File: config.mk
export PLATFORM = sky130hd
export DESIGN_NAME = cache_control
export DESIGN_NICKNAME = d
export VERILOG_FILES = /design/src/hdl/cache_pkg.sv /design/src/hdl/cache_control.sv
export SDC_FILE = /design/constraint.sdc
export NUM_CORES = 1
export LEC_CHECK = 0
export ABC_AREA = 1
export BUFFER_PORTS_ARGS = -buffer_cell sky130_fd_sc_hd__buf_2
export CAP_MARGIN = 5
export CORE_AREA = 2 2 39 41
export DETAILED_ROUTE_END_ITERATION = 6
export DIE_AREA = 0 0 41 43
export PLACE_DENSITY_LB_ADDON = 0.05
export SETUP_SLACK_MARGIN = 0.05
export SYNTH_ARGS = -nofsm -noshare
export SYNTH_HDL_FRONTEND = slang
export SYNTH_SLANG_ARGS = --single-unit
File: constraint.sdc
create_clock -name clk -period 1.78 [get_ports clk]
set_input_delay 0.178 -clock clk [delete_from_list [all_inputs] [get_ports clk]]
set_output_delay 0.178 -clock clk [all_outputs]
set_load 0.03 [all_outputs]
File: src/hdl/cache_pkg.sv
// Cache geometry, address union, FSM control strobes and datapath status.
package cache_pkg;

    localparam int s_offset = 5;        // Byte offset within a line.
    localparam int s_index  = 3;
    localparam int s_tag    = 24;
    localparam int num_sets = 8;
    localparam int s_line   = 256;
    localparam int s_mask   = 32;       // One enable per byte of the line.

    // Flat byte address, or the tag/index/offset split used by the datapath.
    typedef union packed {
        logic [31:0] flat;
        struct packed {
            logic [s_tag-1:0]    tag;
            logic [s_index-1:0]  index;
            logic [s_offset-1:0] offset;
        } f;
    } cache_addr_u;

    typedef struct packed {
        logic              read;
        logic              write;
        cache_addr_u       addr;
        logic [s_line-1:0] wdata;
        logic [s_mask-1:0] be;
    } cache_req_t;

    typedef struct packed {
        logic load_tag;
        logic set_valid;
        logic set_dirty;
        logic clear_dirty;
        logic load_line;
        logic fill_sel;     // Line comes from memory, not from the request.
        logic set_lru;
        logic wb_sel;       // Memory address built from the victim tag.
    } cache_ctrl_t;

    typedef struct packed {
        logic hit;
        logic victim_dirty;
    } cache_stat_t;

endpackage
File: src/hdl/cache_control.sv
// Cache control FSM: compare, writeback, fill and respond.
`timescale 1ns/1ns

module cache_control
    import cache_pkg::*;
(
    input  logic        clk,
    input  logic        rst_n,
    input  logic        req_valid,
    input  logic        req_write,
    input  cache_stat_t stat,
    input  logic        pmem_resp,
    output cache_ctrl_t ctrl,
    output logic        pmem_read,
    output logic        pmem_write,
    output logic        req_done
);

    typedef enum logic [1:0] {
        COMPARE,
        WRITEBACK,
        FILL,
        RESPOND
    } state_t;

    state_t state;
    state_t state_next;

    always_ff @(posedge clk or negedge rst_n)
    begin
        if (!rst_n)
            state <= COMPARE;
        else
            state <= state_next;
    end

    always_comb
    begin
        state_next = state;
        ctrl       = '0;
        pmem_read  = 1'b0;
        pmem_write = 1'b0;
        req_done   = 1'b0;

        unique case (state)
            COMPARE:
            begin
                if (req_valid)
                begin
                    if (stat.hit)
                    begin
                        ctrl.set_lru = 1'b1;
                        if (req_write)
                        begin
                            ctrl.load_line = 1'b1;
                            ctrl.set_dirty = 1'b1;
                        end
                        state_next = RESPOND;
                    end
                    else if (stat.victim_dirty)
                        state_next = WRITEBACK;
                    else
                        state_next = FILL;
                end
            end
            WRITEBACK:
            begin
                pmem_write  = 1'b1;
                ctrl.wb_sel = 1'b1;   // Address of the evicted line.
                if (pmem_resp)
                    state_next = FILL;
            end
            FILL:
            begin
                pmem_read = 1'b1;
                if (pmem_resp)
                begin
                    ctrl.load_tag    = 1'b1;
                    ctrl.set_valid   = 1'b1;
                    ctrl.clear_dirty = 1'b1;
                    ctrl.load_line   = 1'b1;
                    ctrl.fill_sel    = 1'b1;
                    state_next       = COMPARE;     // Retry now hits.
                end
            end
            RESPOND:
            begin
                req_done   = 1'b1;
                state_next = COMPARE;
            end
            default:
            begin
                state_next = COMPARE;
            end
        endcase
    end

endmodule

Word level (Yosys, flattened, before mapping). Cells that the tools add are included.

Bits in registers: 2. Input port bits: 7. Output and inout port bits: 11. Logic and storage cells: 31.

Equal/unequal tests: 6. Multiplexer cells: 22. Reduce and logical (&&, ||, !) cells: 2.

Operator list (count): $mux W2 (7); $mux W1 (12); $pmux W2 S4 (1); $ne A2 B2 Y1 const B (3); $eq A2 B2 Y1 const B (2); $mux W3 (1); $reduce_and A3 Y1 (1); $eq A2 B1 Y1 const B (1); $logic_not A2 Y1 (1); $pmux W1 S2 (1).

Depth between registers and ports, before layout.
Word-level depth: 4. Mapped depth: 6. Mapped depth without buffers: 6.

Worst setup path after synthesis. Ideal clock, no wire load.

Kind: register to output. From: reg state[0]. To: out ctrl[4] (netlist bit). Data arrival time: 1.296 ns. Path slack: 0.306 ns. Cell stages (with the launch flop): 5. Buffers on the path: 1. Cell sequence: dfrtp_1 inv_2 nand2_1 nor2_1 buf_4.

RTL lines: from (decl) (RTL line cache_control.sv:26) `state_t state;`; from (signal assigned) (RTL line cache_control.sv:34) `state <= state_next;`; to (decl) (RTL line cache_control.sv:13) `output cache_ctrl_t ctrl,`.

==> metrics <==
outcome=complete, no violations; WL/cell=approximately 7.7 um; Final TNS setup=0 ns; CP Class=reg -> out; number of global-route vias before repair=between 200 and 300; Final Net Count=between 60 and 70; die area=1760 um2; Final Critical Period=around 1.3 ns; M1 wire length=between 200 and 250 um; crit-path max cell delay=about 0.39 ns; All-Layer GR Usage=8.43%; #FFs+latches synth=2; reg-to-reg startpoint=state[1]; post-synth top area cell=nand2_1; share of the synthesized area in the top cell type=27.6%; DR WL met2=between 200 and 300 um; DIE HEIGHT=43 um; Post-Route WL=roughly 540 um; clock latency at the later pin of the worst-skew pair=roughly 0.22 ns; Max H-tree Level=1; Peak VDD IR=just under 0.0004 V; leading post-synthesis cells by cell area=nand2_1, dfrtp_1, buf_4, inv_1, nor2_1; fmax=between 700 and 800 MHz; pin count of the biggest net entering global routing=6; FP Rows=14; crit end category=primary output; antenna violations before repair=0; max FFs per register=2; Hold WS=approximately 0.27 ns; Top delay family on crit path=flip-flops; CTS Root Cell=clkbuf_4; Slew headroom=about nine tenths; first-pass GRT wire length=959 um; final setup violation count=0; TritonCTS Sinks=2; ratio of cells with drive above 1 in the final layout=42.6%; FF-to-FF path depth=6; CTS tree=yes; slowest CP cell=dfrtp_1; Slew @ Worst Pin=about 0.17 ns; P_leak=around 0.23 nW; setup slack after layout=approximately 0.43 ns; FILL cells=roughly 160; Crit path buffers/inverters=2; final instance area=between 300 and 400 um2; grt ovf=0; core area=around 1400 um2; register area share after synthesis=24.5%; Iteration-0 DRC Markers=4; Seq. cell area=roughly 50 um2; die span in x=approximately 41 um; dpl cell area=279 um2; Worst Path Required=between 1.5 and 2 ns; RSZ-0062 raised after global routing=false; placed wire-length estimate=461 um; total of max-cap violations=0; Syn Nets=44; diodes inserted=0; synth unique cells=9; post-route DRC violation count=0; r2r setup slk=slightly below 0.9 ns; Syn Area/Cell=~5.5 um2; DR top layer=met3; startpoint types=register; Setup Buffers After CTS=0; Final Slew Violations=0; Worst Clk Skew=between 0.002 and 0.003 ns; Period Utilization, post-route=75.6%; Vias=268; drt pass-1 iters=4; dpl ws=approximately 0.65 ns; clk slew on worst S/H paths=0.03 ns; Top Registers=state: 2 flops; Yosys warnings=0; Fin. Hold Viols=0; Worst Hold Class=in -> async; gpl congestion=0.627; I/O Buffers=17; WL met3=41 um; critical-path cell list=inv_2 -> nand2_1 -> nor2_1 -> buf_2; Num CTS Buffers=3; Clock Path Buffers=2; antenna-violating nets left=0; Starting Density=14.7%; area delta synth->final=52.8%; power density cells=approximately 1800 nW/um2; WP data arrival=approximately 1.2 ns; I/O pins=18; routed vias/inst=about 3.8; Top reg by flops=state; area of the multi-input gates=~98 um2; Crit Reg-Reg Endpoint=state[0]; crit-path max FO=4; Post-Syn Area=~200 um2; post-synthesis cell count=37
==> worst max-delay path by stage <==
stage,startpoint,end,cells after the start
floorplan,state[0],ctrl[4],4
global placement,state[0],ctrl[4],4
detailed placement,state[0],ctrl[6],4
CTS,state[0],ctrl[6],4
global route,state[0],ctrl[6],4
finish,state[0],ctrl[6],4
==> through the flow <==
stage	util (%)	power, mW	cells
after floorplan	-	0.397	37
after global placement	20.2	0.469	66
after detailed placement	20.2	0.465	66
after CTS	22.5	0.573	70
after global routing	22.5	0.614	70
final	22.5	0.558	70
==> per-layer routing <==
layer / up-vias / global-route usage [%]
li1: 141 / -
met1: 118 / 7.72
met2: 9 / 13.1
met3: 0 / 3.14
met4: 0 / 8.00
met5: - / 0
==> cell families after synthesis <==
logic type      Yosys count  synth area share [%]
flops                     2                  24.5
buf+inv                  11                  27.6
compound gates            1                  3.07
simple gates             23                  44.8
==> synthesized netlist by cell type, drive strengths merged <==
master  instances
nor2            5
nand2          16
o22ai           1
buf             4
dfrtp           2
inv             7
nand3           2
==> cells in the final DEF (no fill, tap or decap) <==
| cell | count |
|---|---|
| inv_1 | 5 |
| clkbuf_4 | 3 |
| buf_2 | 17 |
| inv_2 | 2 |
| o22ai_1 | 1 |
| nor2_1 | 5 |
| nand2_1 | 15 |
| dfrtp_1 | 2 |
| nand3_1 | 2 |
| dlygate4sd3_1 | 1 |
| nand2_2 | 1 |
==> where the power goes <==
group / switching, mW / internal [mW] / total, mW
Combinational: 0.274 / 0.101 / 0.376
Sequential: 0.0170 / 0.0659 / 0.0829
Clock: 0.0249 / 0.0743 / 0.0992
==> layout make-up <==
type | instances | share of cell area (%)
multi-input combinational | 24 | 31.3
timing repair buffer | 18 | 30.5
sequential | 2 | 16.1
inverter | 7 | 8.43
clock buffer | 3 | 7.23
tap | 16 | 6.43
==> timing repair <==
action	4_1_cts	5_1_grt
hold buffers	1	0
resized for setup	0	0
endpoints found under the hold margin	2	0
No activity file was read; power rests on OpenSTA's default activity.
