[src/hdl/cache_pkg.sv]
// Cache geometry, address union, FSM control strobes and datapath status.
package cache_pkg;

    localparam int s_offset = 5;        // Byte offset within a line.
    localparam int s_index  = 3;
    localparam int s_tag    = 24;
    localparam int num_sets = 8;
    localparam int s_line   = 256;
    localparam int s_mask   = 32;       // One enable per byte of the line.

    // Flat byte address, or the tag/index/offset split used by the datapath.
    typedef union packed {
        logic [31:0] flat;
        struct packed {
            logic [s_tag-1:0]    tag;
            logic [s_index-1:0]  index;
            logic [s_offset-1:0] offset;
        } f;
    } cache_addr_u;

    typedef struct packed {
        logic              read;
        logic              write;
        cache_addr_u       addr;
        logic [s_line-1:0] wdata;
        logic [s_mask-1:0] be;
    } cache_req_t;

    typedef struct packed {
        logic load_tag;
        logic set_valid;
        logic set_dirty;
        logic clear_dirty;
        logic load_line;
        logic fill_sel;     // Line comes from memory, not from the request.
        logic set_lru;
        logic wb_sel;       // Memory address built from the victim tag.
    } cache_ctrl_t;

    typedef struct packed {
        logic hit;
        logic victim_dirty;
    } cache_stat_t;

endpackage
[src/hdl/bus_pkg.sv]
// APB request/response and memory port request/response structs.
package bus_pkg;

    import cache_pkg::*;

    typedef struct packed {
        logic        psel;
        logic        penable;
        logic        pwrite;
        logic [31:0] paddr;
        logic [31:0] pwdata;
        logic [3:0]  pstrb;
    } apb_req_t;

    typedef struct packed {
        logic        pready;
        logic        pslverr;
        logic [31:0] prdata;
    } apb_rsp_t;

    // One line per transfer, address is line aligned.
    typedef struct packed {
        logic              read;
        logic              write;
        logic [31:0]       addr;
        logic [s_line-1:0] wdata;
    } pmem_req_t;

    typedef struct packed {
        logic              resp;
        logic [s_line-1:0] rdata;
    } pmem_rsp_t;

endpackage

[src/hdl/apb_cache_port.sv]
// APB slave port turning word transfers into line requests for the cache.
`timescale 1ns/1ns

module apb_cache_port
    import cache_pkg::*;
    import bus_pkg::*;
(
    input  logic              clk,
    input  logic              rst_n,
    input  apb_req_t          apb_req,
    output apb_rsp_t          apb_rsp,
    output cache_req_t        req,
    output logic              req_valid,
    input  logic              req_done,
    input  logic [s_line-1:0] rdata_line
);

    logic [2:0]  word_sel;
    logic        pready;
    logic [31:0] prdata;

    assign word_sel = apb_req.paddr[4:2];

    // Master holds the fields until pready, so the request is stable.
    always_comb
    begin
        req.read      = ~apb_req.pwrite;
        req.write     = apb_req.pwrite;
        req.addr.flat = {apb_req.paddr[31:2], 2'b00};
        req.wdata     = {(s_line/32){apb_req.pwdata}};
        req.be        = s_mask'(apb_req.pstrb) << {word_sel, 2'b00};
    end

    always_ff @(posedge clk or negedge rst_n)
    begin
        if (!rst_n)
        begin
            req_valid <= 1'b0;
            pready    <= 1'b0;
        end
        else
        begin
            pready <= req_done;
            if (req_done)
                req_valid <= 1'b0;
            else if (apb_req.psel && !apb_req.penable)
                req_valid <= 1'b1;      // Setup phase seen.
        end
    end

    always_ff @(posedge clk)
    begin
        if (req_done)
            prdata <= rdata_line[{word_sel, 5'b00000} +: 32];
    end

    assign apb_rsp.pready  = pready;
    assign apb_rsp.pslverr = 1'b0;
    assign apb_rsp.prdata  = prdata;

endmodule

[config.mk]
export PLATFORM = sky130hd
export DESIGN_NAME = apb_cache_port
export DESIGN_NICKNAME = d
export VERILOG_FILES = /design/src/hdl/cache_pkg.sv /design/src/hdl/bus_pkg.sv /design/src/hdl/apb_cache_port.sv
export SDC_FILE = /design/constraint.sdc
export NUM_CORES = 1
export LEC_CHECK = 0
export BUFFER_PORTS_ARGS = -buffer_cell sky130_fd_sc_hd__clkbuf_2
export CAP_MARGIN = 30
export CORE_AREA = 2 2 271 273
export DETAILED_ROUTE_END_ITERATION = 10
export DIE_AREA = 0 0 273 275
export HOLD_SLACK_MARGIN = 0.12
export PLACE_DENSITY = 0.3
export SLEW_MARGIN = 40
export SYNTH_ARGS = -nofsm -noshare
export SYNTH_HDL_FRONTEND = slang
export SYNTH_SLANG_ARGS = --single-unit
export TNS_END_PERCENT = 10
[constraint.sdc]
create_clock -name clk -period 2.34 [get_ports clk]
set_input_delay 0.234 -clock clk [delete_from_list [all_inputs] [get_ports clk]]
set_output_delay 0.234 -clock clk [all_outputs]
set_load 0.05 [all_outputs]
# Yosys cells after proc, flatten, opt, wreduce, memory -nomap -nowiden

Index checks and enable logic that the tools add are counted.

Bits in registers: 34
Logic and storage cells: 11
Output and inout port bits: 357
Bits of input ports: 330

Muxes and demuxes: 2
Shift-type cells: 2
Bitwise gates (word level): 1
Reduce and logical (&&, ||, !) cells: 3

Operator list:

| kind                | count |
|---|---|
| $shiftx A256 B9 Y32 | 1 |
| $shl A4 B5 Y32      | 1 |
| $mux W1             | 2 |
| $reduce_bool A2 Y1  | 1 |
| $logic_and A1 B1 Y1 | 1 |
| $logic_not A1 Y1    | 1 |
| $not A1 Y1          | 1 |

# Longest topological paths before layout

Gate-level depths: netlist (run 1).

Depth in word-level cells: 4
Depth in mapped cells: 5
Depth with buffers taken out: 2

# Worst setup path before layout (run 1)

No wires, ideal clock.

Path kind: in2out
From: input apb_req[39] (netlist bit)
To: output req[24] (netlist bit)
Cell stages on the path: 4
Slack: 485 ps
Data arrival time: 1621 ps
Required time: 2106 ps
Buffers on the path: 2
Cell sequence: buf_4 -> clkbuf_1 -> nand2_1 -> nor2_1

RTL lines:

| what               | RTL line             | RTL |
|---|---|---|
| start: declaration | apb_cache_port.sv:10 | `input apb_req_t apb_req,` |
| end: declaration   | apb_cache_port.sv:12 | `output cache_req_t req,` |

==> run summary, run 1 <==
Outcome - complete, no violations
Initial antenna violation count - 12
CTS max path bufs - 2
Maxcap violations - 0
Final setup viols - 0
Number of global-route vias before repair - 4046
IO buf count - 339
Least-Margin Pin Slew - 0.558 ns
Design Area, Final - 6400 µm²
Pwr dens - 401 nW/µm²
Final Core Density - 8.85%
# resized after CTS - 0
Setup tns final - 0 ns
Total length of routed wires - 23700 µm
Root Driver - clkbuf_16
Vias after detailed routing - 3766
Commonest non-fill, non-tap cell in the layout - clkbuf_2
Critical Path RT - 2.11 ns
Post-Layout Cell Count - 1507
Post-Syn Area - 5530 µm²
CORE AREA - 72300 µm²
Leak - 2.73 nW
Placed cells - 1494
Critical Path AT - 1.55 ns
Num CTS Buffers - 5
Largest net degree at the start of global routing - 35
Initial DRT Pass Iterations - 4
GRT Resource Usage Total - 5.74%
Routed Antenna Nets - 0
Slew headroom - 62.8%
VDD IR max - 0.237 mV
Remaining DRCs - 0
IO Pins - 687
Iter 0 DRT Violations - 181
Total grt overflow - 0
Die Y - 275 µm
Final hold vios - 0
Layout area overhead - 15.8%
WL per Instance - 15.7 µm
Drt via density - 2.50
Final #Nets - 873
Postcts setup bufs - 0
Initial Util - 7.64%
Placement Cell Area - 6240 µm²
DR WL met3 - 3000 µm
RSZ-0062 raised after global routing - false
Met1 WL - 7300 µm
Std-Cell Rows - 99
Mapped Cells - 493
Highest Signal Layer - met5
Hold crit path type - in2async
Worst setup path category - in2out
Share of cells above drive strength 1 - 76.1%
Die ar. - 75100 µm²
CP Max Fanout - 16
Final period utilization - 76.4%
Placer Congestion - 0.790
Most frequent cells in the layout - clkbuf_2, mux4_1, mux2_2, nor2_1, edfxtp_1
CTS clk-pin slew, worst paths - 0.07 ns
Crit start category - input pin
Achievable clock frequency - 559 MHz
Post-detail-place hpwl - 20800 µm
Sequential fraction of the synthesis area - 18.3%
Worst skew pair latency - 0.30 ns
Library cells used by synthesis - 17
Max Clock Skew - 0 ns
Synth Area per Inst - 11.2 µm²
First-pass GRT wire length - 30300 µm
Htree depth - 2
Post-cts hold buffer count - 1
CTS sink count - 34
Minimum clock period after layout - 1.79 ns
Die width - 273 µm
Worst setup EP type - output port
CTS tree - built
Final Max Slew Viols - 0
Metal2 WL - 12000 µm
Synth Register Bits - 34
Ys Warns - 0
==> per-layer routing <==
metal / vias to the layer above / track usage, %
met1: 1721 / 5.12
li1: 1571 / -
met5: - / 0
met3: 106 / 2.23
met2: 362 / 10.6
met4: 6 / 4.06
==> area by class of cell <==
class,count,area [µm²]
fillers,8488,65900
inverters,2,7.51
repair buffers,355,1860
clock inverters,2,10.0
diodes,4,10.0
clock buffers,6,129
multi-input cells,145,2170
well taps,959,1200
flip-flops and latches,34,1010
==> flip-flops by register name, summed over array words and instances, names as in the netlist <==
| register | cells |
|---|---|
| prdata | 32 |
| pready | 1 |
| req_valid | 1 |
==> synthesized netlist by cell type <==
cell type  instances  share of area (%)
buf_4            294                 40
mux4_2            20                8.2
buf_6              6                1.2
nand2b_1           7               0.79
clkbuf_1          10               0.68
dfrtp_1            2               0.91
mux2_2            32                6.5
conb_1             1              0.068
mux4_1            44                 21
inv_1              2               0.14
edfxtp_1          32                 17
or2_2              1               0.11
a21oi_1            1              0.090
nand2_1            5               0.34
buf_8              1               0.27
nor2_1            32                2.2
buf_2              3               0.27
==> power by group <==
group          leakage, nW  total (mW)  internal [mW]  switching (mW)
sequential           0.338       0.773          0.754          0.0190
combinational         2.32        1.08          0.464           0.619
clock               0.0706       0.713          0.393           0.320
==> per-stage QoR <==
step / hold WS [ns] / worst slack, ns / power [mW]
after floorplan: -0.0616 / 0.485 / 2.76
after global placement: 0.0203 / 0.379 / 1.88
after detailed placement: 0.0235 / 0.380 / 1.88
after CTS: 0.218 / 0.539 / 2.65
after global routing: 0.258 / 0.462 / 2.70
final: 0.246 / 0.552 / 2.57
==> cell families (layout without fill, tap and decap cells) <==
| logic type | Yosys count | count (layout) | synth area share (%) |
|---|---|---|---|
| AND/OR/NAND/NOR | 45 | 45 | 3.42 |
| multiplexers | 96 | 96 | 35.6 |
| buffers and inverters | 316 | 365 | 42.5 |
| other | 1 | 7 | 0.0679 |
| flip-flops | 34 | 34 | 18.3 |
| AO/OA/AOI/OAI | 1 | 1 | 0.0905 |
==> worst max-delay path, cell delays in order <==
cell and delay, ns:
buf_4 0.31, buf_4 0.27, buf_4 0.17, nand2_1 0.12, nor2_1 0.14, clkbuf_2 0.29
==> path summary, 6_finish.rpt <==
path | startpoint | cells after the start | slack (ns) | to
worst max-delay path | apb_req[38] | 6 | 0.55 | req[15]
worst min-delay path | rst_n | 2 | 0.25 | req_valid$_DFFE_PN0P_
worst max register to register | req_valid$_DFFE_PN0P_ | 2 | 1.72 | req_valid$_DFFE_PN0P_
worst min register to register | req_valid$_DFFE_PN0P_ | 2 | 0.52 | req_valid$_DFFE_PN0P_
max in group asynchronous | rst_n | 2 | 2.00 | pready$_DFF_PN0_
min in group clk | apb_req[69] | 3 | 0.25 | req_valid$_DFFE_PN0P_
Power figures use the tool's default switching activity.
==> inputs of run 2 (changes only) <==
Settings changed: CORE_AREA 2 2 271 273 to 2 2 270 272, DIE_AREA 0 0 273 275 to 0 0 272 274.
Clock period 2.34 ns to 1.9 ns, I/O delays scaled along.
==> run 2 against run 1 <==
  * Sequential cell count stayed put
  * Total power is 23% higher
  * Core utilization is 0.21 points higher
  * Die area is 0.73% lower
  * Clock power is 20% higher
  * Register-to-register slack worse by 0.41 ns
  * Routed wire length is 13% higher
  * Setup slack worse by 0.34 ns
  * Critical path type unchanged
==> run summary, run 2 (synthesized netlist as in run 1, its figures left out) <==
Vias after detailed routing - 3858
Most frequent cells in the layout - clkbuf_2, mux4_1, mux2_2, nor2_1, edfxtp_1
Leak - 2.78 nW
Worst setup EP type - output port
Placement Cell Area - 6370 µm²
Hold crit path type - in2reg
First-pass GRT wire length - 34200 µm
Drt via density - 2.56
Final Core Density - 9.05%
Biggest regs - prdata (32), pready (1), req_valid (1)
Worst setup path category - in2out
Max Clock Skew - 0 ns
Initial Util - 7.68%
Placer Congestion - 0.791
RSZ-0062 raised after global routing - false
Initial antenna violation count - 13
Dpl ws - 0.0964 ns
Pwr dens - 486 nW/µm²
Setup ws final - 0.211 ns
CORE AREA - 72000 µm²
Commonest non-fill, non-tap cell in the layout - clkbuf_2
Minimum clock period after layout - 1.69 ns
Number of global-route vias before repair - 4125
Final #Nets - 877
Critical Path AT - 1.50 ns
Post-cts hold buffer count - 1
Crit path from - apb_req[38]
VDD IR max - 0.412 mV
CTS max path bufs - 2
CP top delay family - buffers and inverters
Critical Path End - req[25]
Most flop-heavy register - prdata
Remaining DRCs - 0
Design Area, Final - 6520 µm²
GRT Resource Usage Total - 6.62%
R2R Path End - req_valid$_DFFE_PN0P_
Postcts setup bufs - 0
Htree depth - 2
Buf/Inv on CP - 6
Slowest stage delay, CP - 0.20 ns
Final hold vios - 0
Setup tns final - 0 ns
Root Driver - clkbuf_16
RR Startpoint - req_valid$_DFFE_PN0P_
Crit start category - input pin
Post-detail-place hpwl - 23800 µm
Initial DRT Pass Iterations - 4
CTS sink count - 34
Max reg flops - 32
Routed Antenna Nets - 0
WL per Instance - 17.7 µm
CP Cell Sequence - buf_4 > buf_12 > buf_12 > buf_4 > nand2b_1 > nor2_1 > buf_4 > buf_12
Num CTS Buffers - 5
Maxcap violations - 0
Die Y - 274 µm
Critical Path RT - 1.71 ns
Outcome - complete, no violations
Final setup viols - 0
Total length of routed wires - 26700 µm
CP Max Fanout - 20
Total grt overflow - 0
CTS tree - built
Layout area overhead - 17.9%
Achievable clock frequency - 592 MHz
Die ar. - 74500 µm²
Hold slack - 0.149 ns
Die width - 272 µm
R2r setup slk - 1.31 ns
Iter 0 DRT Violations - 173
Worst r2r path cells - 2
Largest net degree at the start of global routing - 37
CTS clk-pin slew, worst paths - 0.06 ns
Final Max Slew Viols - 0
Std-Cell Rows - 99
# resized after CTS - 0
Final period utilization - 88.9%
IO Pins - 687
Share of cells above drive strength 1 - 76.3%
IO buf count - 339
Worst skew pair latency - 0.29 ns
Slowest cell on the critical path - nand2b_1
Ant. Diodes - 0
CP Depth - 8
[run 2: cell count changes in the layout (fill, tap and decap cells not counted), sizes merged]
| cell | previous run | this run |
|---|---|---|
| clkbuf | 343 | 339 |
| diode | 4 | 0 |
| buf | 17 | 25 |
[run 2: stage by stage]
stage	total power, mW	std cells
after floorplan	3.40	495
after global placement	2.34	1498
after detailed placement	2.35	1498
after CTS	3.27	1507
after global routing	3.34	1507
final	3.17	1507
[run 2: cell type report]
cell class	instances	area [µm²]
Fill cell	8363	65500
Multi-Input combinational cell	145	2170
Timing Repair Buffer	359	1990
Tap cell	959	1200
Sequential cell	34	1010
Clock buffer	6	129
Clock inverter	2	10.0
Inverter	2	7.51
[run 2: worst min-delay path by stage]
stage                     start               endpoint  slack [ns]  cells after the start
floorplan                 rst_n       pready$_DFF_PN0_       -0.11                      0
global placement          rst_n  req_valid$_DFFE_PN0P_       -0.02                      1
detailed placement        rst_n  req_valid$_DFFE_PN0P_       -0.02                      1
CTS                 apb_req[70]  req_valid$_DFFE_PN0P_        0.14                      3
global route        apb_req[70]  req_valid$_DFFE_PN0P_        0.19                      3
finish              apb_req[70]  req_valid$_DFFE_PN0P_        0.15                      3
[run 2: power breakdown]
group | internal [mW] | leakage (nW) | total (mW) | switching, mW
clock network | 0.484 | 0.0706 | 0.856 | 0.372
registers | 0.929 | 0.338 | 0.956 | 0.0272
logic | 0.590 | 2.37 | 1.35 | 0.765
[run 2: worst reg2reg max path, cell delays in order, from the launching register on]
cell and delay [ns]:
dfrtp_1 0.37, inv_1 0.05, a21oi_1 0.05
[run 2: layer usage]
metal,GRT usage [%],wire length [µm],up-vias
li1,-,-,1569
met1,6.12,8520,1753
met2,12.3,13400,478
met3,3.64,4120,50
met4,2.02,690,8
met5,0,48,-
==> inputs of run 3 (changes only) <==
--- a/config.mk
+++ b/config.mk
@@ -9,7 +9,9 @@
 export CAP_MARGIN = 30
-export CORE_AREA = 2 2 270 272
+export CELL_PAD_IN_SITES_DETAIL_PLACEMENT = 0
+export CELL_PAD_IN_SITES_GLOBAL_PLACEMENT = 1
+export CORE_AREA = 2 2 265 267
 export DETAILED_ROUTE_END_ITERATION = 10
-export DIE_AREA = 0 0 272 274
+export DIE_AREA = 0 0 267 269
 export HOLD_SLACK_MARGIN = 0.12
-export PLACE_DENSITY = 0.3
+export PLACE_DENSITY = 0.37
 export SLEW_MARGIN = 40
--- a/constraint.sdc
+++ b/constraint.sdc
@@ -3,2 +3,2 @@
 set_output_delay 0.19 -clock clk [all_outputs]
-set_load 0.05 [all_outputs]
+set_load 0.01 [all_outputs]
==> run 3 against run 2 <==
  * Sequential share of layout area is 0.34 points higher
  * Sequential cell count stayed put
  * Sequential power is 0.7% higher
  * Routed wire length is 5.9% higher
  * Clock power is 2% higher
  * Critical path depth is 4 lower
  * Setup slack better by 0.23 ns
  * Via count is 0.18% lower
  * Critical path type is now in2reg
  * Largest cell class unchanged
  * Largest power group unchanged
==> run summary, run 3 (synthesized netlist as in run 1, its figures left out) <==
Outcome - complete, no violations
Num CTS Buffers - 5
Maxcap violations - 0
Placed cells - 1470
Critical Path RT - 1.94 ns
Worst setup EP type - register
CORE AREA - 69300 µm²
CTS tree - built
Achievable clock frequency - 685 MHz
Leak - 2.72 nW
Placement Cell Area - 6220 µm²
Final Max Slew Viols - 0
Final setup viols - 0
RSZ-0062 raised after global routing - false
Worst Hold Path EP - req_valid$_DFFE_PN0P_
Postcts setup bufs - 0
RR Startpoint - req_valid$_DFFE_PN0P_
CTS max path bufs - 2
Initial Util - 7.97%
Max Clock Skew - 0 ns
Design Area, Final - 6380 µm²
Crit start category - input pin
Root Driver - clkbuf_16
Critical Path AT - 1.50 ns
Pwr dens - 444 nW/µm²
Minimum clock period after layout - 1.46 ns
CTS sink count - 34
Hold crit path type - in2reg
Die Y - 269 µm
Biggest regs - prdata (32), pready (1), req_valid (1)
Setup tns final - 0 ns
Commonest non-fill, non-tap cell in the layout - clkbuf_2
Largest net degree at the start of global routing - 35
R2R Path End - req_valid$_DFFE_PN0P_
Share of cells above drive strength 1 - 75.9%
CTS clk-pin slew, worst paths - 0.06 ns
First-pass GRT wire length - 34900 µm
Number of global-route vias before repair - 4008
Drt via density - 2.60
Final #Nets - 868
Die width - 267 µm
Iter 0 DRT Violations - 142
Layout area overhead - 15.4%
GRT Resource Usage Total - 7.17%
Total length of routed wires - 28300 µm
CP Max Fanout - 26
Post-Layout Cell Count - 1483
Worst skew pair latency - 0.29 ns
Most flop-heavy register - prdata
Post-detail-place hpwl - 25200 µm
Total grt overflow - 0
Routed Antenna Nets - 0
IO buf count - 339
Hold path start - apb_req[70]
Placer Congestion - 0.734
Std-Cell Rows - 97
Hold path depth - 3
Worst r2r path cells - 2
Vias after detailed routing - 3851
Die ar. - 71800 µm²
Most frequent cells in the layout - clkbuf_2, mux4_1, mux2_2, nor2_1, edfxtp_1
IO Pins - 687
VDD IR max - 0.272 mV
Worst setup path category - in2reg
Final period utilization - 76.9%
Initial antenna violation count - 24
Max reg flops - 32
Final hold vios - 0
Initial DRT Pass Iterations - 4
R2r setup slk - 1.30 ns
Remaining DRCs - 0
Htree depth - 2
WL per Instance - 19.1 µm
[run 3: worst max path at each step]
stage | start | end | slack, ns | cells past startpoint
3_3_place_gp | apb_req[38] | prdata[7]$_DFFE_PP_ | 0.1 | 4
5_1_grt | apb_req[40] | req[15] | 0.36 | 5
4_1_cts | apb_req[38] | prdata[7]$_DFFE_PP_ | 0.42 | 4
6_report | apb_req[38] | prdata[25]$_DFFE_PP_ | 0.44 | 4
3_5_place_dp | apb_req[38] | prdata[7]$_DFFE_PP_ | 0.1 | 4
2_1_floorplan | apb_req[38] | prdata[3]$_DFFE_PP_ | 0.37 | 4
[run 3: stage by stage]
stage,worst slack (ns),hold WS [ns],total power [mW],utilization [%]
6_report,0.440,0.180,2.83,9.20
2_1_floorplan,0.374,-0.106,2.07,-
3_3_place_gp,0.0962,-0.0183,2.00,8.97
3_5_place_dp,0.0983,-0.0192,2.00,8.97
5_1_grt,0.364,0.187,2.96,9.20
4_1_cts,0.423,0.176,2.90,9.19
[run 3: final cells by class]
cell class / instances / area [µm²]
repair buffers: 350 / 1860
clock buffers: 6 / 129
inverters: 2 / 7.51
fillers: 8061 / 62900
diodes: 4 / 10.0
multi-input cells: 145 / 2170
well taps: 940 / 1180
clock inverters: 2 / 10.0
flip-flops and latches: 34 / 1010
[run 3: power breakdown]
group	total [mW]	switching, mW	internal, mW	leakage (nW)
clock network	0.869	0.384	0.484	0.0706
logic	1.00	0.429	0.573	2.31
registers	0.963	0.0333	0.929	0.338
[run 3: critical path, stage by stage]
cell	delay, ns
buf_4	0.16
buf_12	0.23
mux4_1	0.59
mux2_2	0.29
[run 3: repair_timing]
action,CTS,global route
resized for setup,0,0
hold endpoints to repair,2,0
hold buffers,1,0
[run 3: routing by layer]
metal / share of wire [%] / track usage, %
met1: 36 / 7.45
met2: 47 / 12.1
met3: 13 / 3.22
met4: 4.1 / 3.84
met5: 0.046 / 0
